File: src/hw/cpuPkg.sv
package cpuPkg;

	parameter int WordWidth = 32;
	parameter int RegCount = 16;

	// instruction bits 31..27
	typedef enum logic [4:0] {
		opLd = 5'd0,
		opLdi = 5'd1,
		opSt = 5'd2,
		opAdd = 5'd3,
		opSub = 5'd4,
		opShr = 5'd5,
		opShl = 5'd6,
		opAnd = 5'd9,
		opOr = 5'd10,
		opAddi = 5'd11,
		opAndi = 5'd12,
		opOri = 5'd13,
		opNeg = 5'd16,
		opNot = 5'd17,
		opBr = 5'd18,
		opNop = 5'd25,
		opHalt = 5'd26
	} opcodeT;

	typedef enum logic [4:0] {
		stReset, stFetch0, stFetch1, stFetch2,
		stAlu3, stAlu4, stAlu5,
		stImm3, stImm4, stImm5,
		stUn3, stUn4,
		stLd3, stLd4, stLd5, stLd6, stLd7,
		stLdi3, stLdi4, stLdi5,
		stSt3, stSt4, stSt5, stSt6,
		stBr3, stBr4, stBr5, stBr6,
		stNop3, stHalt
	} stateT;

	typedef enum logic [3:0] {
		aluAdd, aluSub, aluAnd, aluOr, aluShl, aluShr, aluNeg, aluNot, aluIncPass
	} aluOpT;

	typedef enum logic [2:0] {
		busReg, busPc, busZLow, busMdr, busImm
	} busSrcT;

	// every level for one step
	typedef struct packed {
		busSrcT busSrc;
		logic gra;
		logic grb;
		logic grc;
		logic rIn;
		logic rOut;
		logic baOut;
		logic yIn;
		logic zIn;
		logic marIn;
		logic mdrIn;
		logic irIn;
		logic pcIn;
		logic pcInc;
		logic conIn;
		logic memRead;
		logic memWrite;
		aluOpT aluOp;
	} ctrlT;

endpackage

File: src/hw/controlUnit.sv
`timescale 1ns/10ps

module controlUnit (
	input logic Clock,
	input logic Reset,
	input cpuPkg::opcodeT Opcode,
	input logic Con,
	output cpuPkg::ctrlT Ctrl,
	output logic Halted
);
	import cpuPkg::*;

	stateT state;
	stateT stateNext;

	function automatic aluOpT opToAlu(opcodeT op);
		case (op)
			opAdd, opAddi: return aluAdd;
			opSub: return aluSub;
			opAnd, opAndi: return aluAnd;
			opOr, opOri: return aluOr;
			opShl: return aluShl;
			opShr: return aluShr;
			opNeg: return aluNeg;
			opNot: return aluNot;
			default: return aluIncPass;
		endcase
	endfunction

	always_ff @(posedge Clock or posedge Reset) begin
		if (Reset)
			state <= stReset;
		else
			state <= stateNext;
	end

	always_comb begin
		stateNext = stFetch0; // most sequences fall back to fetch
		case (state)
			stFetch0: stateNext = stFetch1;
			stFetch1: stateNext = stFetch2;
			stFetch2: begin
				case (Opcode) // opcode of the word going into IR
					opAdd, opSub, opAnd, opOr, opShl, opShr: stateNext = stAlu3;
					opAddi, opAndi, opOri: stateNext = stImm3;
					opNeg, opNot: stateNext = stUn3;
					opLd: stateNext = stLd3;
					opLdi: stateNext = stLdi3;
					opSt: stateNext = stSt3;
					opBr: stateNext = stBr3;
					opHalt: stateNext = stHalt;
					default: stateNext = stNop3;
				endcase
			end
			stAlu3: stateNext = stAlu4;
			stAlu4: stateNext = stAlu5;
			stImm3: stateNext = stImm4;
			stImm4: stateNext = stImm5;
			stUn3: stateNext = stUn4;
			stLd3: stateNext = stLd4;
			stLd4: stateNext = stLd5;
			stLd5: stateNext = stLd6;
			stLd6: stateNext = stLd7;
			stLdi3: stateNext = stLdi4;
			stLdi4: stateNext = stLdi5;
			stSt3: stateNext = stSt4;
			stSt4: stateNext = stSt5;
			stSt5: stateNext = stSt6;
			stBr3: stateNext = stBr4;
			stBr4: stateNext = stBr5;
			stBr5: stateNext = stBr6;
			stHalt: stateNext = stHalt;
			default: stateNext = stFetch0;
		endcase
	end

	always_comb begin
		Ctrl = '0;
		case (state)
			stFetch0: begin
				Ctrl.busSrc = busPc;
				Ctrl.marIn = 1'b1;
				Ctrl.pcInc = 1'b1;
			end
			stFetch1, stLd6: Ctrl.memRead = 1'b1;
			stFetch2: begin
				Ctrl.busSrc = busMdr;
				Ctrl.irIn = 1'b1;
			end
			stAlu3, stImm3: begin
				Ctrl.grb = 1'b1;
				Ctrl.rOut = 1'b1;
				Ctrl.yIn = 1'b1;
			end
			stLd3, stLdi3, stSt3: begin // base with r0 read as zero
				Ctrl.grb = 1'b1;
				Ctrl.baOut = 1'b1;
				Ctrl.yIn = 1'b1;
			end
			stAlu4: begin
				Ctrl.grc = 1'b1;
				Ctrl.rOut = 1'b1;
				Ctrl.aluOp = opToAlu(Opcode);
				Ctrl.zIn = 1'b1;
			end
			stUn3: begin
				Ctrl.grb = 1'b1;
				Ctrl.rOut = 1'b1;
				Ctrl.aluOp = opToAlu(Opcode);
				Ctrl.zIn = 1'b1;
			end
			stImm4: begin
				Ctrl.busSrc = busImm;
				Ctrl.aluOp = opToAlu(Opcode);
				Ctrl.zIn = 1'b1;
			end
			stLd4, stLdi4, stSt4, stBr5: begin
				Ctrl.busSrc = busImm;
				Ctrl.aluOp = aluIncPass;
				Ctrl.zIn = 1'b1;
			end
			stAlu5, stImm5, stUn4, stLdi5: begin
				Ctrl.busSrc = busZLow;
				Ctrl.gra = 1'b1;
				Ctrl.rIn = 1'b1;
			end
			stLd5, stSt5: begin
				Ctrl.busSrc = busZLow;
				Ctrl.marIn = 1'b1;
			end
			stLd7: begin
				Ctrl.busSrc = busMdr;
				Ctrl.gra = 1'b1;
				Ctrl.rIn = 1'b1;
			end
			stSt6: begin
				Ctrl.gra = 1'b1;
				Ctrl.rOut = 1'b1;
				Ctrl.mdrIn = 1'b1;
				Ctrl.memWrite = 1'b1;
			end
			stBr3: begin
				Ctrl.gra = 1'b1;
				Ctrl.rOut = 1'b1;
				Ctrl.conIn = 1'b1;
			end
			stBr4: begin
				Ctrl.busSrc = busPc;
				Ctrl.yIn = 1'b1;
			end
			stBr6: begin
				Ctrl.busSrc = busZLow;
				Ctrl.pcIn = Con; // taken branch only
			end
			default: Ctrl = '0;
		endcase
	end

	assign Halted = (state == stHalt);

endmodule

File: config.mk
export PLATFORM = sky130hd
export DESIGN_NAME = controlUnit
export DESIGN_NICKNAME = d
export VERILOG_FILES = /design/src/hw/cpuPkg.sv /design/src/hw/controlUnit.sv
export SDC_FILE = /design/constraint.sdc
export NUM_CORES = 1
export LEC_CHECK = 0
export BUFFER_PORTS_ARGS = -buffer_cell sky130_fd_sc_hd__clkbuf_2
export CAP_MARGIN = 40
export CORE_ASPECT_RATIO = 1.2
export CORE_MARGIN = 1
export CORE_UTILIZATION = 52
export DETAILED_ROUTE_END_ITERATION = 10
export GPL_ROUTABILITY_DRIVEN = 0
export HOLD_SLACK_MARGIN = 0.15
export PLACE_DENSITY = 0.86
export SKIP_CTS_REPAIR_TIMING = 1
export SYNTH_ARGS = -nofsm -noshare
export SYNTH_HDL_FRONTEND = slang
export SYNTH_SLANG_ARGS = --single-unit
File: constraint.sdc
create_clock -name Clock -period 1.55 [get_ports Clock]
set_input_delay 0.0775 -clock Clock [delete_from_list [all_inputs] [get_ports Clock]]
set_output_delay 0.0775 -clock Clock [all_outputs]
set_load 0.005 [all_outputs]
==> run metrics <==
syn nets ~180; CTS H-tree depth 1; Biggest register state; Power, Total roughly 370 uW; clock skew 0.000767 ns; DRC viols 8; Synth Area per Inst about 6.5 um^2; Min Clock Period, post-route 1.72 ns; antenna-violating nets left 0; status complete, but fails checks; die area approximately 2200 um^2; Post-synth EDFFs 0; CTS tree yes; Largest regs state: 5 flops; part of the cycle the worst path needs 111%; die span in y between 50 and 60 um; drt pass-1 iters 7; CP Launch Type register; yosys warns 0; port bufs 31; pre-CTS WS -0.0440 ns; fmax a little under 600 MHz; grt met2 use about two thirds; Req. time, crit path roughly 1.5 ns; prevailing post-synth register cell dfrtp_1; critical path capture point type output pin; max FFs per register 5; Via Count between 1500 and 2000; Yosys top cell area share a little under an eighth; data arrival time of the worst path ~1.7 ns; RSZ-0062 raised after global routing yes; top post-synthesis cells by area dfrtp_1 12%, o21ai_0 6.6%, ha_1 5.9%; #FFs+latches synth 5; clock sink count 5; r2r startpoint state[0]; first-pass GRT wire length between 5000 and 6000 um; clk root buf clkbuf_4; final wirelength between 4000 and 5000 um; die width 43.3 um; Iter 0 DRT Violations 74; leakage 0.000727 uW; vias in the first global route approximately 1300; layout cells sized above 1 45.0%; Reg clk slew, reported paths roughly 0.050 ns; initial antenna violation count 0; clk_lat worst skew approximately 0.26 ns; Cells after Synth between 150 and 200; Congestion Overflow GR 0; Min Hold Slack approximately 0.3 ns; Worst Reg-to-Reg Cells 6; Post-DP HPWL between 2000 and 3000 um; GR peak layer met2; post-DR vias/cell around 6.6; Design Area, Final 1570 um^2; flop2flop setup slack -0.09 ns; Seq/Total Area, Yosys 11.7%; Max Cap Viol 0; antenna cells 0; post-synthesis cell area roughly 1100 um^2; PD cells roughly 240 nW/um^2; Hold Vio Cnt, Final 0; Setup-failing EPs final 21; Hold Crit Class in -> async; Pins Over Slew Limit 0; M3 GR Usage approximately 4.2%; Setup CP Type reg -> out; TritonCTS buffer count 3; Initial Util between 50% and 60%; FF-to-FF End state[0]; final net count between 200 and 250; GR Util met1 about a third; asr flop ratio synth 100%; DP Area around 1300 um^2; final setup margin -0.174 ns; boundary pin count 32; largest net degree at the start of global routing 14; Max FO, Critical Path 9; actual slew at the worst max-slew pin between 0.3 and 0.4 ns; GRT Resource Usage Total ~35%; post-synth top area cell dfrtp_1; Std-Cell Rows 17; failing checks design-rule violations, negative setup slack; WL per Instance between 15 and 20 um; Worst slew margin about four fifths; unique cell type count in the Yosys netlist 48; Max Root-Sink Buffers 2; Core Region roughly 1900 um^2; Area Growth Syn to Fin 47.1%; maximum VDD drop 0.327 mV
[critical path, cell delays in order (launching register included)]
cell and delay (ns):
dfrtp_2 0.44, buf_4 0.19, or3_4 0.41, o211ai_1 0.20, buf_2 0.15
[layout by cell type, fill, tap and decap left out, drive strengths merged, types with 5 or more instances in the layout]
master	instances
nand2	13
nor2	16
o21ai	16
ha	5
nor2b	9
clkbuf	27
nor3	6
a21oi	11
dfrtp	5
inv	8
nand2b	7
buf	36
[routing by layer]
| layer | vias to the layer above | wire length [um] |
|---|---|---|
| met5 | - | 0 |
| met4 | 0 | 222 |
| met3 | 30 | 302 |
| met2 | 101 | 2160 |
| met1 | 706 | 1480 |
| li1 | 691 | - |
[where the power goes]
| group | total [uW] | internal (uW) | switching, uW |
|---|---|---|---|
| sequential | 131 | 131 | 0 |
| combinational | 72.4 | 26.3 | 46.1 |
| clock | 171 | 98.5 | 72.1 |
| total | 374 | 256 | 118 |
[through the flow]
step	TNS [ns]	cells	util, %
3_3_place_gp	0	216	69.8
4_1_cts	-3.58	220	71.2
6_report	-2.15	230	82.8
3_5_place_dp	-0.0440	216	69.8
5_1_grt	-3.41	230	82.8
2_1_floorplan	0	163	-
[Yosys cell counts (2+ instances only)]
| master | instances |
|---|---|
| dfrtp_1 | 5 |
| nor2_1 | 16 |
| o21ai_1 | 2 |
| nor4_1 | 2 |
| mux2i_1 | 2 |
| ha_1 | 5 |
| o21a_1 | 3 |
| o21ai_0 | 14 |
| clkbuf_1 | 2 |
| buf_2 | 12 |
| nand3b_1 | 3 |
| a211oi_1 | 2 |
| or2_1 | 2 |
| nand3_1 | 4 |
| nand2_1 | 13 |
| nor2b_1 | 9 |
| nor3_1 | 6 |
| o32ai_1 | 3 |
| a21oi_1 | 11 |
| o22ai_1 | 2 |
| a31oi_1 | 4 |
| inv_1 | 8 |
| o211ai_1 | 3 |
| nand2b_1 | 6 |
[worst max path at each step]
stage / start / end / slack (ns)
after floorplan: state[3] / Ctrl[2] / 0.22
after global placement: state[3] / state[0] / 0.04
after detailed placement: state[0] / Ctrl[16] / -0.04
after CTS: state[0] / Ctrl[16] / -0.33
after global routing: state[1] / Ctrl[1] / -0.23
final: state[0] / Ctrl[21] / -0.17
[area by class of cell]
class / instances / area [um^2]
Clock buffer: 4 / 26.3
Fill cell: 120 / 325
Inverter: 8 / 30.0
Multi-Input combinational cell: 134 / 951
Sequential cell: 5 / 131
Tap cell: 19 / 23.8
Timing Repair Buffer: 60 / 405
[cells by family (layout without fill, tap and decap cells)]
group / Yosys count / after routing / share of synthesized area [%]
buf+inv: 24 / 72 / 10.2
compound gates: 55 / 55 / 33.3
mux: 3 / 3 / 2.93
fa+ha+maj: 5 / 5 / 5.87
flops: 5 / 5 / 11.7
simple gates: 71 / 71 / 35.9
Power figures use the tool's default switching activity.
