<file path="src/hw/cpuPkg.sv">
package cpuPkg;

	parameter int WordWidth = 32;
	parameter int RegCount = 16;

	// instruction bits 31..27
	typedef enum logic [4:0] {
		opLd = 5'd0,
		opLdi = 5'd1,
		opSt = 5'd2,
		opAdd = 5'd3,
		opSub = 5'd4,
		opShr = 5'd5,
		opShl = 5'd6,
		opAnd = 5'd9,
		opOr = 5'd10,
		opAddi = 5'd11,
		opAndi = 5'd12,
		opOri = 5'd13,
		opNeg = 5'd16,
		opNot = 5'd17,
		opBr = 5'd18,
		opNop = 5'd25,
		opHalt = 5'd26
	} opcodeT;

	typedef enum logic [4:0] {
		stReset, stFetch0, stFetch1, stFetch2,
		stAlu3, stAlu4, stAlu5,
		stImm3, stImm4, stImm5,
		stUn3, stUn4,
		stLd3, stLd4, stLd5, stLd6, stLd7,
		stLdi3, stLdi4, stLdi5,
		stSt3, stSt4, stSt5, stSt6,
		stBr3, stBr4, stBr5, stBr6,
		stNop3, stHalt
	} stateT;

	typedef enum logic [3:0] {
		aluAdd, aluSub, aluAnd, aluOr, aluShl, aluShr, aluNeg, aluNot, aluIncPass
	} aluOpT;

	typedef enum logic [2:0] {
		busReg, busPc, busZLow, busMdr, busImm
	} busSrcT;

	// every level for one step
	typedef struct packed {
		busSrcT busSrc;
		logic gra;
		logic grb;
		logic grc;
		logic rIn;
		logic rOut;
		logic baOut;
		logic yIn;
		logic zIn;
		logic marIn;
		logic mdrIn;
		logic irIn;
		logic pcIn;
		logic pcInc;
		logic conIn;
		logic memRead;
		logic memWrite;
		aluOpT aluOp;
	} ctrlT;

endpackage

</file>
<file path="src/hw/programCounter.sv">
`timescale 1ns/10ps

module programCounter (
	input logic Clock,
	input logic Reset,
	input logic Inc,
	input logic Load,
	input logic [cpuPkg::WordWidth-1:0] Bus,
	output logic [cpuPkg::WordWidth-1:0] Pc
);

	always_ff @(posedge Clock or posedge Reset) begin
		if (Reset)
			Pc <= '0;
		else if (Load) // branch target over increment
			Pc <= Bus;
		else if (Inc)
			Pc <= Pc + 1;
	end

endmodule

</file>
<file path="src/hw/registerFile.sv">
`timescale 1ns/10ps

module registerFile (
	input logic Clock,
	input logic Reset,
	input logic [cpuPkg::WordWidth-1:0] Ir,
	input logic Gra,
	input logic Grb,
	input logic Grc,
	input logic RIn,
	input logic ROut,
	input logic BaOut,
	input logic [cpuPkg::WordWidth-1:0] Bus,
	output logic [cpuPkg::WordWidth-1:0] RegOut
);
	import cpuPkg::*;

	logic [WordWidth-1:0] regs [RegCount];
	logic [$clog2(RegCount)-1:0] sel;

	always_comb begin
		sel = '0;
		if (Gra)
			sel = Ir[26:23]; // ra
		else if (Grb)
			sel = Ir[22:19]; // rb
		else if (Grc)
			sel = Ir[18:15]; // rc
	end

	always_ff @(posedge Clock or posedge Reset) begin
		if (Reset) begin
			for (int i = 0; i < RegCount; i++)
				regs[i] <= '0;
		end else if (RIn) begin
			regs[sel] <= Bus;
		end
	end

	// base addressing sees r0 as zero
	assign RegOut = (ROut || (BaOut && sel != '0)) ? regs[sel] : '0;

endmodule

</file>
<file path="src/hw/alu.sv">
`timescale 1ns/10ps

module alu (
	input cpuPkg::aluOpT Op,
	input logic [cpuPkg::WordWidth-1:0] A,
	input logic [cpuPkg::WordWidth-1:0] B,
	output logic [cpuPkg::WordWidth-1:0] Result
);
	import cpuPkg::*;

	logic [4:0] shamt;

	assign shamt = B[4:0];

	always_comb begin
		case (Op)
			aluAdd: Result = A + B;
			aluSub: Result = A - B;
			aluAnd: Result = A & B;
			aluOr: Result = A | B;
			aluShl: Result = A << shamt;
			aluShr: Result = A >> shamt; // logical
			aluNeg: Result = -B; // unary ops take the bus only
			aluNot: Result = ~B;
			aluIncPass: Result = A + B; // address add
			default: Result = '0;
		endcase
	end

endmodule

</file>
<file path="src/hw/dataPath.sv">
`timescale 1ns/10ps

module dataPath #(
	parameter int MemAddrWidth = 9
) (
	input logic Clock,
	input logic Reset,
	input cpuPkg::ctrlT Ctrl,
	input logic [cpuPkg::WordWidth-1:0] MemData,
	output logic [MemAddrWidth-1:0] MemAddress,
	output logic [cpuPkg::WordWidth-1:0] StoreData,
	output cpuPkg::opcodeT Opcode,
	output logic Con
);
	import cpuPkg::*;

	logic [WordWidth-1:0] bus;
	logic [WordWidth-1:0] pc;
	logic [WordWidth-1:0] regOut;
	logic [WordWidth-1:0] aluResult;
	logic [WordWidth-1:0] y;
	logic [WordWidth-1:0] z;
	logic [WordWidth-1:0] ir;
	logic [WordWidth-1:0] mdrReg;
	logic [WordWidth-1:0] mdrValue;
	logic [WordWidth-1:0] immExt;
	logic [MemAddrWidth-1:0] mar;
	logic mdrFromMem;
	logic conNext;

	programCounter programCounter_inst (
		.Clock(Clock),
		.Reset(Reset),
		.Inc(Ctrl.pcInc),
		.Load(Ctrl.pcIn),
		.Bus(bus),
		.Pc(pc)
	);

	registerFile registerFile_inst (
		.Clock(Clock),
		.Reset(Reset),
		.Ir(ir),
		.Gra(Ctrl.gra),
		.Grb(Ctrl.grb),
		.Grc(Ctrl.grc),
		.RIn(Ctrl.rIn),
		.ROut(Ctrl.rOut),
		.BaOut(Ctrl.baOut),
		.Bus(bus),
		.RegOut(regOut)
	);

	alu alu_inst (
		.Op(Ctrl.aluOp),
		.A(y),
		.B(bus),
		.Result(aluResult)
	);

	assign immExt = {{(WordWidth-19){ir[18]}}, ir[18:0]};

	// memory read data is registered in the memory itself, so MDR picks its last source
	assign mdrValue = mdrFromMem ? MemData : mdrReg;

	always_comb begin
		case (Ctrl.busSrc)
			busPc: bus = pc;
			busZLow: bus = z;
			busMdr: bus = mdrValue;
			busImm: bus = immExt;
			default: bus = regOut;
		endcase
	end

	always_comb begin
		case (ir[20:19])
			2'd0: conNext = (bus == '0);
			2'd1: conNext = (bus != '0);
			2'd2: conNext = !bus[WordWidth-1] && (bus != '0); // strictly positive
			default: conNext = bus[WordWidth-1];
		endcase
	end

	always_ff @(posedge Clock or posedge Reset) begin
		if (Reset) begin
			y <= '0;
			z <= '0;
			ir <= '0;
			mar <= '0;
			mdrReg <= '0;
			mdrFromMem <= 1'b0;
			Con <= 1'b0;
		end else begin
			if (Ctrl.yIn)
				y <= bus;
			if (Ctrl.zIn)
				z <= aluResult;
			if (Ctrl.irIn)
				ir <= bus;
			if (Ctrl.marIn)
				mar <= bus[MemAddrWidth-1:0];
			if (Ctrl.mdrIn)
				mdrReg <= bus;
			if (Ctrl.memRead)
				mdrFromMem <= 1'b1;
			else if (Ctrl.mdrIn)
				mdrFromMem <= 1'b0;
			if (Ctrl.conIn)
				Con <= conNext;
		end
	end

	assign MemAddress = mar;
	assign StoreData = Ctrl.mdrIn ? bus : mdrValue; // st6 writes the bus value through
	// during fetch2 report the word entering IR
	assign Opcode = opcodeT'(Ctrl.irIn ? bus[31:27] : ir[31:27]);

endmodule

</file>
<file path="config.mk">
export PLATFORM = sky130hd
export DESIGN_NAME = dataPath
export DESIGN_NICKNAME = d
export VERILOG_FILES = /design/src/hw/cpuPkg.sv /design/src/hw/programCounter.sv /design/src/hw/registerFile.sv /design/src/hw/alu.sv /design/src/hw/dataPath.sv
export SDC_FILE = /design/constraint.sdc
export NUM_CORES = 2
export LEC_CHECK = 0
export ABC_CLOCK_PERIOD_IN_PS = 19550
export BUFFER_PORTS_ARGS = -buffer_cell sky130_fd_sc_hd__buf_2
export CAP_MARGIN = 15
export CORE_MARGIN = 2
export CORE_UTILIZATION = 55
export DETAILED_ROUTE_END_ITERATION = 16
export PLACE_DENSITY = 0.83
export SLEW_MARGIN = 20
export SYNTH_ARGS = -nofsm -noshare
export SYNTH_HDL_FRONTEND = slang
export SYNTH_HIERARCHICAL = 1
export SYNTH_SLANG_ARGS = --single-unit
</file>
<file path="constraint.sdc">
create_clock -name Clock -period 19.55 [get_ports Clock]
set_input_delay 1.955 -clock Clock [delete_from_list [all_inputs] [get_ports Clock]]
set_output_delay 1.955 -clock Clock [all_outputs]
set_load 0.05 [all_outputs]
</file>
==> results.json <==
{
  "status": "finished clean",
  "min_period_ns": 11.65,
  "grt_max_degree": 184,
  "n_fill_cell": 5919,
  "insertion_delay_ns": 0.66,
  "syn_to_final_growth_pct": 8.41,
  "via_count": 33700,
  "cts_max_level": 3,
  "tns_ns": 0,
  "grt_pass1_wl_um": 203000,
  "slew_violations": 0,
  "cts_tree": "yes",
  "reg2reg_to": "z[26]$_DFFE_PP0P_",
  "maxSlewHeadroom_pct": 21.9,
  "portBuffers": 102,
  "holdPathStages": 1,
  "worstSetupEndpointType": "flop",
  "syn_area_sq_um": 40900,
  "dr.pass1.iters": 9,
  "cp.arrival_ns": 12.22,
  "clock-sinks": 683,
  "first_global_vias": 33200,
  "dr.first_iter.drc_count": 4785,
  "die_y_um": 277,
  "wire_per_inst_um": 27.9,
  "cp-start-kind": "input port",
  "rows": 100,
  "final_core_utilization_pct": 59.9,
  "cts-root-buf": "clkbuf_16",
  "max_stage_delay_ns": 0.81,
  "cpMaxStageDelayCell": "buf_4",
  "ff2ff_path_depth": 28,
  "fin_crit_sh_pct": 59.6,
  "synth_cells": 3866,
  "power.density_nw_per_um2": 164,
  "regToRegStartpoint": "ir[20]$_DFFE_PP0P_",
  "reg2reg_slack_ns": 9.06,
  "drtAntennaViolNets": 0,
  "critPathMaxFanout": 65,
  "cts_setup_buffers": 0,
  "clk_pin_slew_ns": 0.07,
  "finClkSkew_ns": 0.0411,
  "place.gp.congestion": 1.00,
  "synth_edf_count": 0,
  "tightest_slew_ns": 1.17,
  "async_reset_ff_share_pct": 100,
  "synth_seq_cells": 683,
  "yosys.cell_types.count": 107,
  "die-area_sq_um": 76600,
  "cts.path.max_buffers": 3,
  "fin_nets": 3899,
  "grt_use_total_pct": 34.5,
  "overflow": 0,
  "die_w_um": 277,
  "post_cts_resized": 0,
  "p_leak_nw": 19.0,
  "boundaryPins": 104,
  "setup_viol": 0,
  "postSynthAreaPerCell_sq_um": 10.6,
  "critPathCapture": "z[26]$_DFFE_PP0P_",
  "drv_cap": 0,
  "wl_um": 135000,
  "drive_gt1_share_pct": 26.4,
  "hp-class": "reg2reg",
  "cp.required_ns": 20.12,
  "drc": 0,
  "final_common_cell": "dfrtp_1",
  "ir_worst_vdd_v": 0.000119,
  "syn_nets": 3965,
  "hpwl_um": 86000,
  "path_class": "in2reg",
  "antenna_found_initial": 11,
  "vias_per_cell": 6.97,
  "crit_top_cell": "buf_4",
  "rsz0062_at_grt": "false",
  "timing.fmax_mhz": 85.8,
  "ys_seq_area_share_pct": 41.7,
  "hold_viol": 0,
  "synthFlopType": "dfrtp_1",
  "worstSetupStartpoint": "Ctrl[19]",
  "floorplan.initialDensity_pct": 55.3,
  "cts_hold_buffers": 0,
  "cts_buffers": 74,
  "final_cell_mix": "683 x dfrtp_1, 552 x mux2_2, 226 x nand2_1",
  "coreArea_sq_um": 74100,
  "ys_warn_count": 6
}
-- logic make-up (layout without fill, tap and decap cells) --
| group | after synthesis | count (layout) | share of synthesized area (%) |
|---|---|---|---|
| buffers and inverters | 469 | 462 | 5.31 |
| AOI/OAI and AO/OA | 993 | 993 | 16.5 |
| muxes | 864 | 864 | 24.5 |
| and+or+nand+nor | 722 | 722 | 8.63 |
| DFF | 683 | 683 | 41.7 |
| xor gates and xnor gates | 90 | 90 | 1.93 |
| adders and majority gates | 45 | 45 | 1.38 |
| other | 0 | 5 | 0 |
-- cells in the mapped netlist, drive strengths merged (51+ instances only) --
library cell  number  area, sq um
dfrtp            683        17100
mux2             589         6630
nor2             237          950
nand2            229          867
mux2i            224         2240
a21oi            222         1130
o21ai            202         1010
clkbuf           178          673
buf              163         1020
a211oi           145         1090
inv              126          473
a221oi            64          567
mux4              51         1150
-- power breakdown --
| group | total (mW) | switching, mW | internal [mW] | leakage [nW] |
|---|---|---|---|---|
| clock | 1.43 | 0.624 | 0.802 | 1.22 |
| sequential | 2.49 | 0.459 | 2.03 | 8.47 |
| combinational | 3.37 | 2.02 | 1.34 | 9.29 |
-- worst min-delay path by stage --
| stage | from | end |
|---|---|---|
| after floorplan | registerFile_inst/regs[511]$_DFFE_PP0P_ | registerFile_inst/regs[511]$_DFFE_PP0P_ |
| after global placement | registerFile_inst/regs[500]$_DFFE_PP0P_ | registerFile_inst/regs[500]$_DFFE_PP0P_ |
| after detailed placement | registerFile_inst/regs[253]$_DFFE_PP0P_ | registerFile_inst/regs[253]$_DFFE_PP0P_ |
| after CTS | registerFile_inst/regs[253]$_DFFE_PP0P_ | registerFile_inst/regs[253]$_DFFE_PP0P_ |
| after global routing | registerFile_inst/regs[253]$_DFFE_PP0P_ | registerFile_inst/regs[253]$_DFFE_PP0P_ |
| final | registerFile_inst/regs[233]$_DFFE_PP0P_ | registerFile_inst/regs[233]$_DFFE_PP0P_ |
-- metal layers --
layer,vias to the layer above,track usage (%),routed length [um]
met4,4,21.9,9460
met2,2248,52.2,59200
li1,14200,-,-
met1,16700,44.7,50400
met5,-,0,16
met3,543,8.28,15800
-- metrics by stage --
step | setup slack, ns | hold WS [ns] | std cells | total power, mW | area [sq um]
floorplan | 3.30 | 0.457 | 3866 | 4.70 | 40900
global placement | 7.82 | 0.466 | 4692 | 5.58 | 41900
detailed placement | 7.64 | 0.475 | 4692 | 5.70 | 41900
CTS | 8.28 | 0.488 | 4827 | 7.16 | 44400
global route | 7.46 | 0.499 | 4828 | 7.58 | 44400
finish | 7.90 | 0.487 | 4833 | 7.28 | 44400
-- worst max-delay path: cells and delay by family --
family / cells / cell delay [ns]
AO/OA/AOI/OAI: 10 / 3.75
XOR/XNOR: 1 / 0.17
adder cells (fa/ha/maj): 1 / 0.35
buffers and inverters: 7 / 2.81
multiplexers: 4 / 1.01
AND/OR/NAND/NOR: 6 / 2.07
-- layout make-up --
type                            instances  area, sq um  area share (%)
Inverter                              128          495            1.12
Sequential cell                       683        17100            38.5
Multi-Input combinational cell       2714        21800            49.2
Clock inverter                         30          345           0.778
Tap cell                              969         1210            2.73
Timing Repair Buffer                  199         1280            2.87
Clock buffer                          105         2140            4.82
Antenna cell                            5         12.5          0.0282
-- sequential cells by signal, summed over array words and instances (netlist names) --
register and flops:
ir 32, registerFile_inst/regs 512, y 32, z 32, MemAddress 9, mdrFromMem 1
Con 1, programCounter_inst/Pc 32, mdrReg 32
Power figures use the tool's default switching activity.
